<file path="src/design/trellisFront_consts.svh">
// ------------------------------
// widths, alignment depth and clip codes for the trellis front end
// clip codes are sized literals and must track the widths below
// ------------------------------
`ifndef TRELLISFRONT_CONSTS_SVH
`define TRELLISFRONT_CONSTS_SVH

// ------------------------------
// data widths
// ------------------------------
// complex sample component, Q1.17
`define TF_SAMPLE_W 18
// rotated branch input component
`define TF_ROT_W 10
// raw trellis phase error
`define TF_PHERR_W 10
// quantized phase error for the carrier loop
`define TF_PHQ_W 8

// zero branch alignment, in sym2xEn strobes
`define TF_ZERO_DELAY 4

// ------------------------------
// saturation codes
// ------------------------------
// doubling clip, symmetric about zero
`define TF_SAT_POS 18'h1FFFF
`define TF_SAT_NEG 18'h20001
// phase error clip, also symmetric
`define TF_PHQ_POS 8'h7F
`define TF_PHQ_NEG 8'h81

`endif

</file>
<file path="src/design/trellisFrontPkg.sv">
// ------------------------------
// shared types for the trellis front end
// sizes come from the consts header
// ------------------------------
`default_nettype none

`include "trellisFront_consts.svh"

package trellisFrontPkg;

   // ------------------------------
   // datapath types
   // ------------------------------
   // complex baseband sample, re in the upper bits
   typedef struct packed {
      logic signed [`TF_SAMPLE_W-1:0] re;
      logic signed [`TF_SAMPLE_W-1:0] im;
   } cplxSample_t;

   // one quarter-turn rotation of the zero branch
   typedef struct packed {
      logic signed [`TF_ROT_W-1:0] re;
      logic signed [`TF_ROT_W-1:0] im;
   } rotPoint_t;

   // ------------------------------
   // monitor types
   // ------------------------------
   // dac source select
   // code 3 has no name and decodes as phase error
   typedef enum logic [1:0] {
      DAC_SEL_I     = 2'd0,
      DAC_SEL_Q     = 2'd1,
      DAC_SEL_PHERR = 2'd2
   } dacSel_e;

   // one monitor channel
   // sync marks the cycle after a sym2xEn strobe
   typedef struct packed {
      logic                   sync;
      logic [`TF_SAMPLE_W-1:0] data;
   } dacOut_t;

endpackage

`default_nettype wire

</file>
<file path="src/design/dacOutputMux.sv">
// ------------------------------
// three monitor channels, registered every clock
// sync is sym2xEn one cycle late, on every channel
// selects may change at any time and act on the next clock
// ------------------------------
`timescale 1ns/1ps
`default_nettype none

`include "trellisFront_consts.svh"

module dacOutputMux
   import trellisFrontPkg::*;
(
   input  logic                 clk,
   input  logic                 rstN,
   input  logic                 sym2xEn,
   input  cplxSample_t          scaledSample,
   input  logic [`TF_PHQ_W-1:0] phErrQ,
   input  dacSel_e              dac0Select,
   input  dacSel_e              dac1Select,
   input  dacSel_e              dac2Select,
   output dacOut_t              dac0,
   output dacOut_t              dac1,
   output dacOut_t              dac2
);

   // zero fill below the phase error
   localparam int PadW = `TF_SAMPLE_W - `TF_PHQ_W;

   // ------------------------------
   // source decode
   // ------------------------------
   // one decode for all channels
   // code 3 lands in the default arm
   function automatic logic [`TF_SAMPLE_W-1:0] dacSource(
      input dacSel_e              sel,
      input cplxSample_t          smp,
      input logic [`TF_PHQ_W-1:0] ph
   );
      case (sel)
         DAC_SEL_I: begin
            dacSource = smp.re;
         end
         DAC_SEL_Q: begin
            dacSource = smp.im;
         end
         default: begin
            // phase error left aligned in the dac word
            dacSource = {ph, {PadW{1'b0}}};
         end
      endcase
   endfunction

   // ------------------------------
   // output registers
   // ------------------------------
   always_ff @(posedge clk or negedge rstN) begin
      if (!rstN) begin
         dac0 <= '0;
         dac1 <= '0;
         dac2 <= '0;
      end else begin
         dac0 <= '{sync: sym2xEn, data: dacSource(dac0Select, scaledSample, phErrQ)};
         dac1 <= '{sync: sym2xEn, data: dacSource(dac1Select, scaledSample, phErrQ)};
         dac2 <= '{sync: sym2xEn, data: dacSource(dac2Select, scaledSample, phErrQ)};
      end
   end

endmodule

`default_nettype wire

</file>
<file path="src/design/phaseErrorQuantizer.sv">
// ------------------------------
// 10 to 8 bit saturating scale of the trellis phase error
// result for strobe k is valid after strobe k+1
// ------------------------------
`timescale 1ns/1ps
`default_nettype none

`include "trellisFront_consts.svh"

module phaseErrorQuantizer (
   input  logic                   clk,
   input  logic                   rstN,
   input  logic                   sym2xEn,
   input  logic [`TF_PHERR_W-1:0] phaseError,
   output logic [`TF_PHQ_W-1:0]   phErrQ
);

   // lowest bit of the range check, also top bit kept
   localparam int HeadLsb = `TF_PHQ_W - 3;

   logic                 sign;
   logic [`TF_PHQ_W-1:0] dataBits;
   logic                 satPos;
   logic                 satNeg;

   assign sign = phaseError[`TF_PHERR_W-1];

   // stage 1 range check, stage 2 clip
   always_ff @(posedge clk or negedge rstN) begin
      if (!rstN) begin
         dataBits <= '0;
         satPos   <= 1'b0;
         satNeg   <= 1'b0;
         phErrQ   <= '0;
      end else if (sym2xEn) begin
         // times four, low bits zero filled
         dataBits <= {phaseError[HeadLsb:0], 2'b00};
         satPos   <= !sign && (phaseError[`TF_PHERR_W-1:HeadLsb] != '0);
         satNeg   <= sign && (phaseError[`TF_PHERR_W-1:HeadLsb] != '1);
         if (satPos) begin
            phErrQ <= `TF_PHQ_POS;
         end else if (satNeg) begin
            phErrQ <= `TF_PHQ_NEG;
         end else begin
            phErrQ <= dataBits;
         end
      end
   end

endmodule

`default_nettype wire

</file>
<file path="src/design/rotationBank.sv">
// ------------------------------
// zero branch alignment and quarter-turn rotations
// scaledSample is sampled on each strobe, rotZ updates on the strobe
// negation wraps at TF_ROT_W bits, so the most negative code maps to itself
// ------------------------------
`timescale 1ns/1ps
`default_nettype none

`include "trellisFront_consts.svh"

module rotationBank
   import trellisFrontPkg::*;
(
   input  logic            clk,
   input  logic            rstN,
   input  logic            sym2xEn,
   input  cplxSample_t     scaledSample,
   output rotPoint_t [3:0] rotZ
);

   // zero branch shift register, index 0 is the newest
   cplxSample_t [`TF_ZERO_DELAY-1:0] zeroSr;
   cplxSample_t                      zTail;

   // halved tail and its negations
   logic signed [`TF_ROT_W-1:0] halfI;
   logic signed [`TF_ROT_W-1:0] halfQ;
   logic signed [`TF_ROT_W-1:0] negI;
   logic signed [`TF_ROT_W-1:0] negQ;

   assign zTail = zeroSr[`TF_ZERO_DELAY-1];

   // ------------------------------
   // halving truncation
   // ------------------------------
   // sign repeated once then the top bits
   // same as an arithmetic shift right by nine
   assign halfI = {zTail.re[`TF_SAMPLE_W-1], zTail.re[`TF_SAMPLE_W-1 -: `TF_ROT_W-1]};
   assign halfQ = {zTail.im[`TF_SAMPLE_W-1], zTail.im[`TF_SAMPLE_W-1 -: `TF_ROT_W-1]};

   // two's complement, wraps at the rotation width
   assign negI = -halfI;
   assign negQ = -halfQ;

   // ------------------------------
   // delay line and rotation registers
   // ------------------------------
   always_ff @(posedge clk or negedge rstN) begin
      if (!rstN) begin
         zeroSr <= '0;
         rotZ   <= '0;
      end else if (sym2xEn) begin
         // keeps the zero branch lined up with the old filter latency
         zeroSr <= {zeroSr[`TF_ZERO_DELAY-2:0], scaledSample};
         // rot0 is z itself
         rotZ[0] <= '{re: halfI, im: halfQ};
         // rot1 turns by -90 degrees
         rotZ[1] <= '{re: halfQ, im: negI};
         // rot2 is the half turn
         rotZ[2] <= '{re: negI, im: negQ};
         // rot3 turns by +90 degrees
         rotZ[3] <= '{re: negQ, im: halfI};
      end
   end

endmodule

`default_nettype wire

</file>
<file path="src/design/sampleScaler.sv">
// ------------------------------
// times-two stage with symmetric clip on I and Q
// result for strobe k is valid after strobe k+1
// sym2xEn needs at least one idle cycle between strobes
// ------------------------------
`timescale 1ns/1ps
`default_nettype none

`include "trellisFront_consts.svh"

module sampleScaler
   import trellisFrontPkg::*;
(
   input  logic        clk,
   input  logic        rstN,
   input  logic        sym2xEn,
   input  cplxSample_t sampleIn,
   output cplxSample_t scaledSample
);

   // component 0 is I, component 1 is Q
   logic [1:0][`TF_SAMPLE_W-1:0] compIn;
   logic [1:0][`TF_SAMPLE_W-1:0] dblReg;
   logic [1:0]                   satPosReg;
   logic [1:0]                   satNegReg;
   logic [1:0][`TF_SAMPLE_W-1:0] compOut;

   assign compIn[0] = sampleIn.re;
   assign compIn[1] = sampleIn.im;

   // ------------------------------
   // stage 1 doubles and flags overflow
   // stage 2 picks clip or doubled value
   // ------------------------------
   always_ff @(posedge clk or negedge rstN) begin
      if (!rstN) begin
         dblReg    <= '0;
         satPosReg <= '0;
         satNegReg <= '0;
         compOut   <= '0;
      end else if (sym2xEn) begin
         for (int c = 0; c < 2; c++) begin
            // left shift drops the redundant sign bit
            dblReg[c]    <= {compIn[c][`TF_SAMPLE_W-2:0], 1'b0};
            // top two bits differ, so the doubled value overflows
            satPosReg[c] <= !compIn[c][`TF_SAMPLE_W-1] && compIn[c][`TF_SAMPLE_W-2];
            satNegReg[c] <= compIn[c][`TF_SAMPLE_W-1] && !compIn[c][`TF_SAMPLE_W-2];
            // flags and doubled value are from the previous strobe
            if (satPosReg[c]) begin
               compOut[c] <= `TF_SAT_POS;
            end else if (satNegReg[c]) begin
               compOut[c] <= `TF_SAT_NEG;
            end else begin
               compOut[c] <= dblReg[c];
            end
         end
      end
   end

   assign scaledSample = '{re: compOut[0], im: compOut[1]};

endmodule

`default_nettype wire

</file>
<file path="src/design/trellisFrontEnd.sv">
// ------------------------------
// SOQPSK trellis front end, sample in to branch inputs
// stages advance only on sym2xEn, no stall and no handshake
// sym2xEn needs at least 2 idle cycles between strobes
// ------------------------------
`timescale 1ns/1ps
`default_nettype none

`include "trellisFront_consts.svh"

module trellisFrontEnd
   import trellisFrontPkg::*;
(
   input  logic                   clk,
   input  logic                   rstN,
   input  logic                   sym2xEn,
   input  cplxSample_t            sampleIn,
   input  logic [`TF_PHERR_W-1:0] phaseError,
   input  dacSel_e                dac0Select,
   input  dacSel_e                dac1Select,
   input  dacSel_e                dac2Select,
   output cplxSample_t            scaledSample,
   output rotPoint_t [3:0]        rotZ,
   output logic [`TF_PHQ_W-1:0]   phErrQ,
   output dacOut_t                dac0,
   output dacOut_t                dac1,
   output dacOut_t                dac2
);

   // ------------------------------
   // sample path
   // ------------------------------
   // input k reaches scaledSample after strobe k+1
   sampleScaler u_sampleScaler (
      .clk          (clk),
      .rstN         (rstN),
      .sym2xEn      (sym2xEn),
      .sampleIn     (sampleIn),
      .scaledSample (scaledSample)
   );

   // input k reaches rotZ after strobe k+6
   rotationBank u_rotationBank (
      .clk          (clk),
      .rstN         (rstN),
      .sym2xEn      (sym2xEn),
      .scaledSample (scaledSample),
      .rotZ         (rotZ)
   );

   // ------------------------------
   // phase error and monitors
   // ------------------------------
   phaseErrorQuantizer u_phaseErrorQuantizer (
      .clk        (clk),
      .rstN       (rstN),
      .sym2xEn    (sym2xEn),
      .phaseError (phaseError),
      .phErrQ     (phErrQ)
   );

   // one clock behind its sources
   dacOutputMux u_dacOutputMux (
      .clk          (clk),
      .rstN         (rstN),
      .sym2xEn      (sym2xEn),
      .scaledSample (scaledSample),
      .phErrQ       (phErrQ),
      .dac0Select   (dac0Select),
      .dac1Select   (dac1Select),
      .dac2Select   (dac2Select),
      .dac0         (dac0),
      .dac1         (dac1),
      .dac2         (dac2)
   );

endmodule

`default_nettype wire

</file>
<file path="config.mk">
export PLATFORM = sky130hd
export DESIGN_NAME = trellisFrontEnd
export DESIGN_NICKNAME = d
export VERILOG_FILES = /design/src/design/trellisFrontPkg.sv /design/src/design/dacOutputMux.sv /design/src/design/phaseErrorQuantizer.sv /design/src/design/rotationBank.sv /design/src/design/sampleScaler.sv /design/src/design/trellisFrontEnd.sv
export VERILOG_INCLUDE_DIRS = /design/src /design/src/design
export SDC_FILE = /design/constraint.sdc
export NUM_CORES = 1
export LEC_CHECK = 0
export BUFFER_PORTS_ARGS = -buffer_cell sky130_fd_sc_hd__buf_2
export CAP_MARGIN = 20
export CORE_MARGIN = 5
export CORE_UTILIZATION = 45
export CTS_CLUSTER_DIAMETER = 50
export DETAILED_ROUTE_END_ITERATION = 12
export PLACE_DENSITY_LB_ADDON = 0.05
export SLEW_MARGIN = 20
export SYNTH_ARGS = -nofsm -noshare
export SYNTH_HDL_FRONTEND = slang
export SYNTH_SLANG_ARGS = --single-unit
</file>
<file path="constraint.sdc">
create_clock -name clk -period 1.3 [get_ports clk]
set_input_delay 0.13 -clock clk [delete_from_list [all_inputs] [get_ports clk]]
set_output_delay 0.13 -clock clk [all_outputs]
set_load 0.02 [all_outputs]
</file>
# Yosys cells after proc, flatten, opt, wreduce, memory -nomap -nowiden
# Index checks and enable logic that the tools add are counted.
[word_totals] reg_bits=327 inputBits=55 elab_cells=56
[op_classes] add_sub_neg=2 n_eq_ne=4 mux=9 reduce_logical=15
[op_table] op="$pmux 18 s2" count=3
[op_table] op="$mux 18" count=4
[op_table] op="$neg 9->10" count=2
[op_table] op="$mux 8" count=2
[op_table] op="$eq 2x1->1 const B" count=3
[op_table] op="$logic_and 1x1->1" count=6
[op_table] op="$logic_not 2->1" count=3
[op_table] op="$logic_not 1->1" count=5
[op_table] op="$ne 5x5->1 const B" count=1
[op_table] op="$reduce_bool 5->1" count=1

# Logic depth before layout (Yosys ltp)
[depth] ltp_word=2 ltp_mapped=5 ltp_nobuf=5

# By module
# Synthesis repeated with hierarchy kept, for this count alone.
[unflattened] cells_unflattened=834 area_unflattened_um2=10790.3
[modules_own_cells] module="rotationBank" n_inst=1 cells_per_inst=335 area_per_inst_um2=4590.7 seq_area_each_um2=2702.6
[modules_own_cells] module="sampleScaler" n_inst=1 cells_per_inst=242 area_per_inst_um2=3125.5 seq_area_each_um2=1851.8
[modules_own_cells] module="dacOutputMux" n_inst=1 cells_per_inst=204 area_per_inst_um2=2394.8 seq_area_each_um2=1376.3
[modules_own_cells] module="phaseErrorQuantizer" n_inst=1 cells_per_inst=53 area_per_inst_um2=679.4 seq_area_each_um2=400.4

# Worst setup path before layout
# Ideal clock, no wire load.
[synth_timing] kind="reg-to-reg" startpoint="reg u_rotationBank.zeroSr (netlist bit u_rotationBank.halfQ[0])" endpoint="reg u_rotationBank.rotZ[48] (netlist name)" setup_ps=126 t_arrival_ps=1280 slack_ps=-106 path_stages_with_launch=6 n_path_buf=0 synth_period_minus_slack_ps=1406 path_cell_list="dfrtp_1 > inv_1 > ha_1 > nor4b_2 > nand2_1 > a221o_1"
[synth_between] elab_chain_len=1
[synth_lines] item="start: declaration" line_no="rotationBank.sv:22" source="cplxSample_t [`TF_ZERO_DELAY-1:0] zeroSr;"
[synth_lines] item="start signal: assignment" line_no="rotationBank.sv:54" source="zeroSr <= {zeroSr[`TF_ZERO_DELAY-2:0], scaledSample};"
[synth_lines] item="$neg 9->10" line_no="rotationBank.sv:43" source="assign negQ = -halfQ;"
# Every way passes these cells.
# A chain may end at the register's enable or synchronous reset.

# Final worst setup path
[layout_timing] startpoint="reg u_rotationBank.zeroSr (netlist bit u_rotationBank.halfQ[0])" endpoint="reg u_rotationBank.rotZ[48] (netlist name)"
[layout_between] elab_chain_len=1
[layout_lines] item="$neg 9->10" line_no="rotationBank.sv:43"
# Every way passes these cells.

==> impl_metrics.yaml <==
status:
  status: "complete, but fails checks"
  violations: "negative setup slack"
critical_path:
  crit_path_end_kind: "flip-flop"
  timing_worst_setup_path_type: "flip-flop to flip-flop"
  crit_path_top_delay_cell: "dfrtp_1"
  slowest_delay_ns: 0.39
  crit_path_start_kind: "flip-flop"
  worst-path-max-fanout: 5
  path_cells: "inv_2, ha_4, nor4b_4, nand2_1, a221o_1"
  r2r-end: "u_rotationBank.rotZ[48]"
  worst-r2r-setup-slack_ns: -0.06
  arrival_ns: 1.77
  reg2reg_depth: 5
  timing.rr.start: "u_rotationBank.halfQ[0]"
  cp.required_ns: 1.71
routing:
  drtIter0Drc: 376
  routedWlPerCell_um: 18.7
  wl_um: 27600
  ant_nets: 0
  vias: 7406
  drc: 0
  firstDrtPassIters: 4
  post_drt_via_cell_ratio: 5.02
hold_path:
  holdPathEnd: "u_phaseErrorQuantizer.satPos"
  hold_depth: 4
  worstHoldStart: "phaseError[6]"
  hold_path.class: "input port to flip-flop"
timing:
  max_freq_ghz: 0.733
  rsz0062_at_grt: "true"
  post-route-period-util_pct: 105
  fin_ws_ns: -0.0646
  setup_viol_count_final: 2
  relSlewSlack_pct: 58.7
  min_period_ns: 1.36
  fin_setup_tns_ns: -0.115
  clock_skew_ns: 0.0205
  hold_viol: 0
  worst_slew_pin_slew_ns: 0.619
  drv_slew: 0
floorplan:
  pin_count: 236
  initial_core_util_pct: 45.9
  rows: 55
  die_w_um: 162
  die_h_um: 162
  core_area_um2: 22700
  die-area_um2: 26300
finish:
  nets: 1224
  final_cells: 1475
  drive_gt1_share_pct: 47.7
  syn2layout_area_growth_pct: 35.8
  num_antenna_cells: 0
clock_network:
  cts_buffers: 30
  path_clk_slew_ns: 0.06
  cts_tree: "yes"
  clock_path_buffers: 3
  cts_sinks: 253
  cts_root_buf: "clkbuf_16"
  clk-insertion-delay-late_ns: 0.54
  htreeDepth: 1
synthesis:
  synth_seq_cells: 253
  synth_cell_type_count: 41
  yosysMostFrequentCell: "dfrtp_1"
  synthFlopType: "dfrtp_1"
  syn-mean-instance-area_um2: 12.4
  seq_area_frac_synth_pct: 60.8
  yosysTopAreaCell: "dfrtp_1"
  yosys.area.top_type_share_pct: 60.8
  syn_nets: 898
  yosys_warnings: 0
  synth_edf_count: 0
  synth.area.top_cells: "dfrtp_1 (61%), mux2_2 (14%), mux2i_1 (5.2%)"
  syn_inst: 841
  synth.cell_area_um2: 10400
  synthTopCellsByCount: "dfrtp_1 (253), mux2_2 (129), nor2_1 (79)"
  async_flop_share_pct: 100
global_routing:
  grt_pass1_vias: 7593
  grt-busiest-layer: "met2"
  grt-ovfl-total: 0
  grtUsageTotal_pct: 20.7
  use_met2_pct: 33.2
  grt_pass1_wl_um: 43200
  grt_util_met1_pct: 28.5
  grt_max_degree: 58
  grtUsageMet3_pct: 5.33
  grt_antenna_before_repair: 0
pwr:
  vdd_ir_drop_max_v: 0.00117
  leakagePower_nw: 6.64
  fin_total_pwr_w: 0.0264
  p_per_area_nw_per_um2: 1860
placement:
  post-dp-hpwl_um: 17500
  port_buffers: 235
  gp_congestion: 0.783
  dp_cells: 1317
run:
  drv_cap: 0
## metal layers
| metal | up-vias | wire (um) |
|---|---|---|
| met3 | 28 | 1860 |
| li1 | 3515 | - |
| met2 | 201 | 13100 |
| met1 | 3662 | 12200 |
| met4 | 0 | 415 |
| met5 | - | 0 |
## registers in the layout (all words and copies together), names as in the netlist, 6 cells and up
register                        flops
u_rotationBank.halfI                9
u_rotationBank.halfQ                9
u_sampleScaler.dblReg              34
u_rotationBank.rotZ                36
u_phaseErrorQuantizer.dataBits      6
u_dacOutputMux.dac1                18
u_dacOutputMux.dac2                18
u_sampleScaler.scaledSample        36
u_dacOutputMux.dac0                19
u_rotationBank.zeroSr              54
u_phaseErrorQuantizer.phErrQ        8
## kinds of logic (layout without fill, tap and decap cells)
| logic type | after synthesis | after routing | synth area share, % |
|---|---|---|---|
| AO/OA/AOI/OAI | 134 | 134 | 7.06 |
| XOR/XNOR | 5 | 5 | 0.420 |
| adder cells (fa/ha/maj) | 2 | 2 | 0.240 |
| buffers and inverters | 111 | 460 | 5.95 |
| flip-flops | 253 | 253 | 60.8 |
| multiplexers | 183 | 183 | 19.1 |
| AND/OR/NAND/NOR | 153 | 153 | 6.43 |
## cells in the final DEF, fill, tap and decap left out, types with 3 or more instances in the layout
| cell type | instances |
|---|---|
| buf_4 | 102 |
| buf_12 | 11 |
| clkbuf_1 | 5 |
| xnor2_1 | 4 |
| nand3b_1 | 4 |
| mux2_2 | 127 |
| nand4_1 | 4 |
| dlygate4sd3_1 | 47 |
| dfrtp_2 | 28 |
| buf_6 | 20 |
| o31ai_1 | 7 |
| nand2_1 | 44 |
| nand3_1 | 6 |
| bufinv_16 | 6 |
| clkbuf_16 | 31 |
| inv_2 | 5 |
| dfrtp_1 | 225 |
| buf_2 | 209 |
| o21ai_0 | 37 |
| nor2_1 | 79 |
| inv_1 | 7 |
| clkinv_2 | 6 |
| clkinvlp_4 | 3 |
| mux2i_1 | 54 |
| nor3_2 | 3 |
| a21oi_1 | 75 |
## final cells by class
| cell class | instances | area [um2] |
|---|---|---|
| Clock buffer | 37 | 808 |
| Tap cell | 285 | 357 |
| Inverter | 14 | 52.6 |
| Timing Repair Buffer | 391 | 2760 |
| Sequential cell | 253 | 6370 |
| Fill cell | 1834 | 8560 |
| Clock inverter | 18 | 259 |
| Multi-Input combinational cell | 477 | 3550 |
## how the worst max path moves through the flow
stage                                        from                       to  slack, ns  cells past startpoint
after floorplan           u_rotationBank.halfQ[0]  u_rotationBank.rotZ[48]      -0.05                      5
after global placement    u_rotationBank.halfQ[0]  u_rotationBank.rotZ[48]      -0.09                      5
after detailed placement  u_rotationBank.halfQ[0]  u_rotationBank.rotZ[48]      -0.11                      5
after CTS                 u_rotationBank.halfQ[0]  u_rotationBank.rotZ[48]      -0.06                      5
after global routing      u_rotationBank.halfI[1]  u_rotationBank.rotZ[25]      -0.14                      3
final                     u_rotationBank.halfQ[0]  u_rotationBank.rotZ[48]      -0.06                      5
## power breakdown
group | internal, W | switching, W | leakage, nW
registers | 0.00941 | 0.00105 | 2.92
clock network | 0.00561 | 0.00328 | 0.517
logic | 0.00314 | 0.00386 | 3.20
## timing repair
| action | in CTS | in global routing |
|---|---|---|
| setup buffers | 40 | 16 |
| endpoints found under the setup margin | 42 | 42 |
| gates resized for setup | 38 | 54 |
| hold buffers | 47 | 0 |
| pin swaps | 1 | 4 |
| endpoints found under the hold margin | 303 | 0 |
## per-stage QoR
stage	setup slack, ns	cell area [um2]	hold WS [ns]	util, %
3_5_place_dp	-0.114	12000	0.0862	52.7
5_1_grt	-0.140	14100	0.0233	62.3
4_1_cts	-0.0614	13900	0.00424	61.1
2_1_floorplan	-0.0528	10400	-0.166	-
3_3_place_gp	-0.0864	12000	0.100	52.7
6_report	-0.0646	14100	0.0227	62.3
## critical path: cells and delay by family, from the launching register on
kind | cells | cell delay, ns
buffers and inverters | 1 | 0.09
adders and majority gates | 1 | 0.13
AOI/OAI and AO/OA | 1 | 0.29
DFF | 1 | 0.39
and+or+nand+nor | 2 | 0.34
No activity file was read; power rests on OpenSTA's default activity.
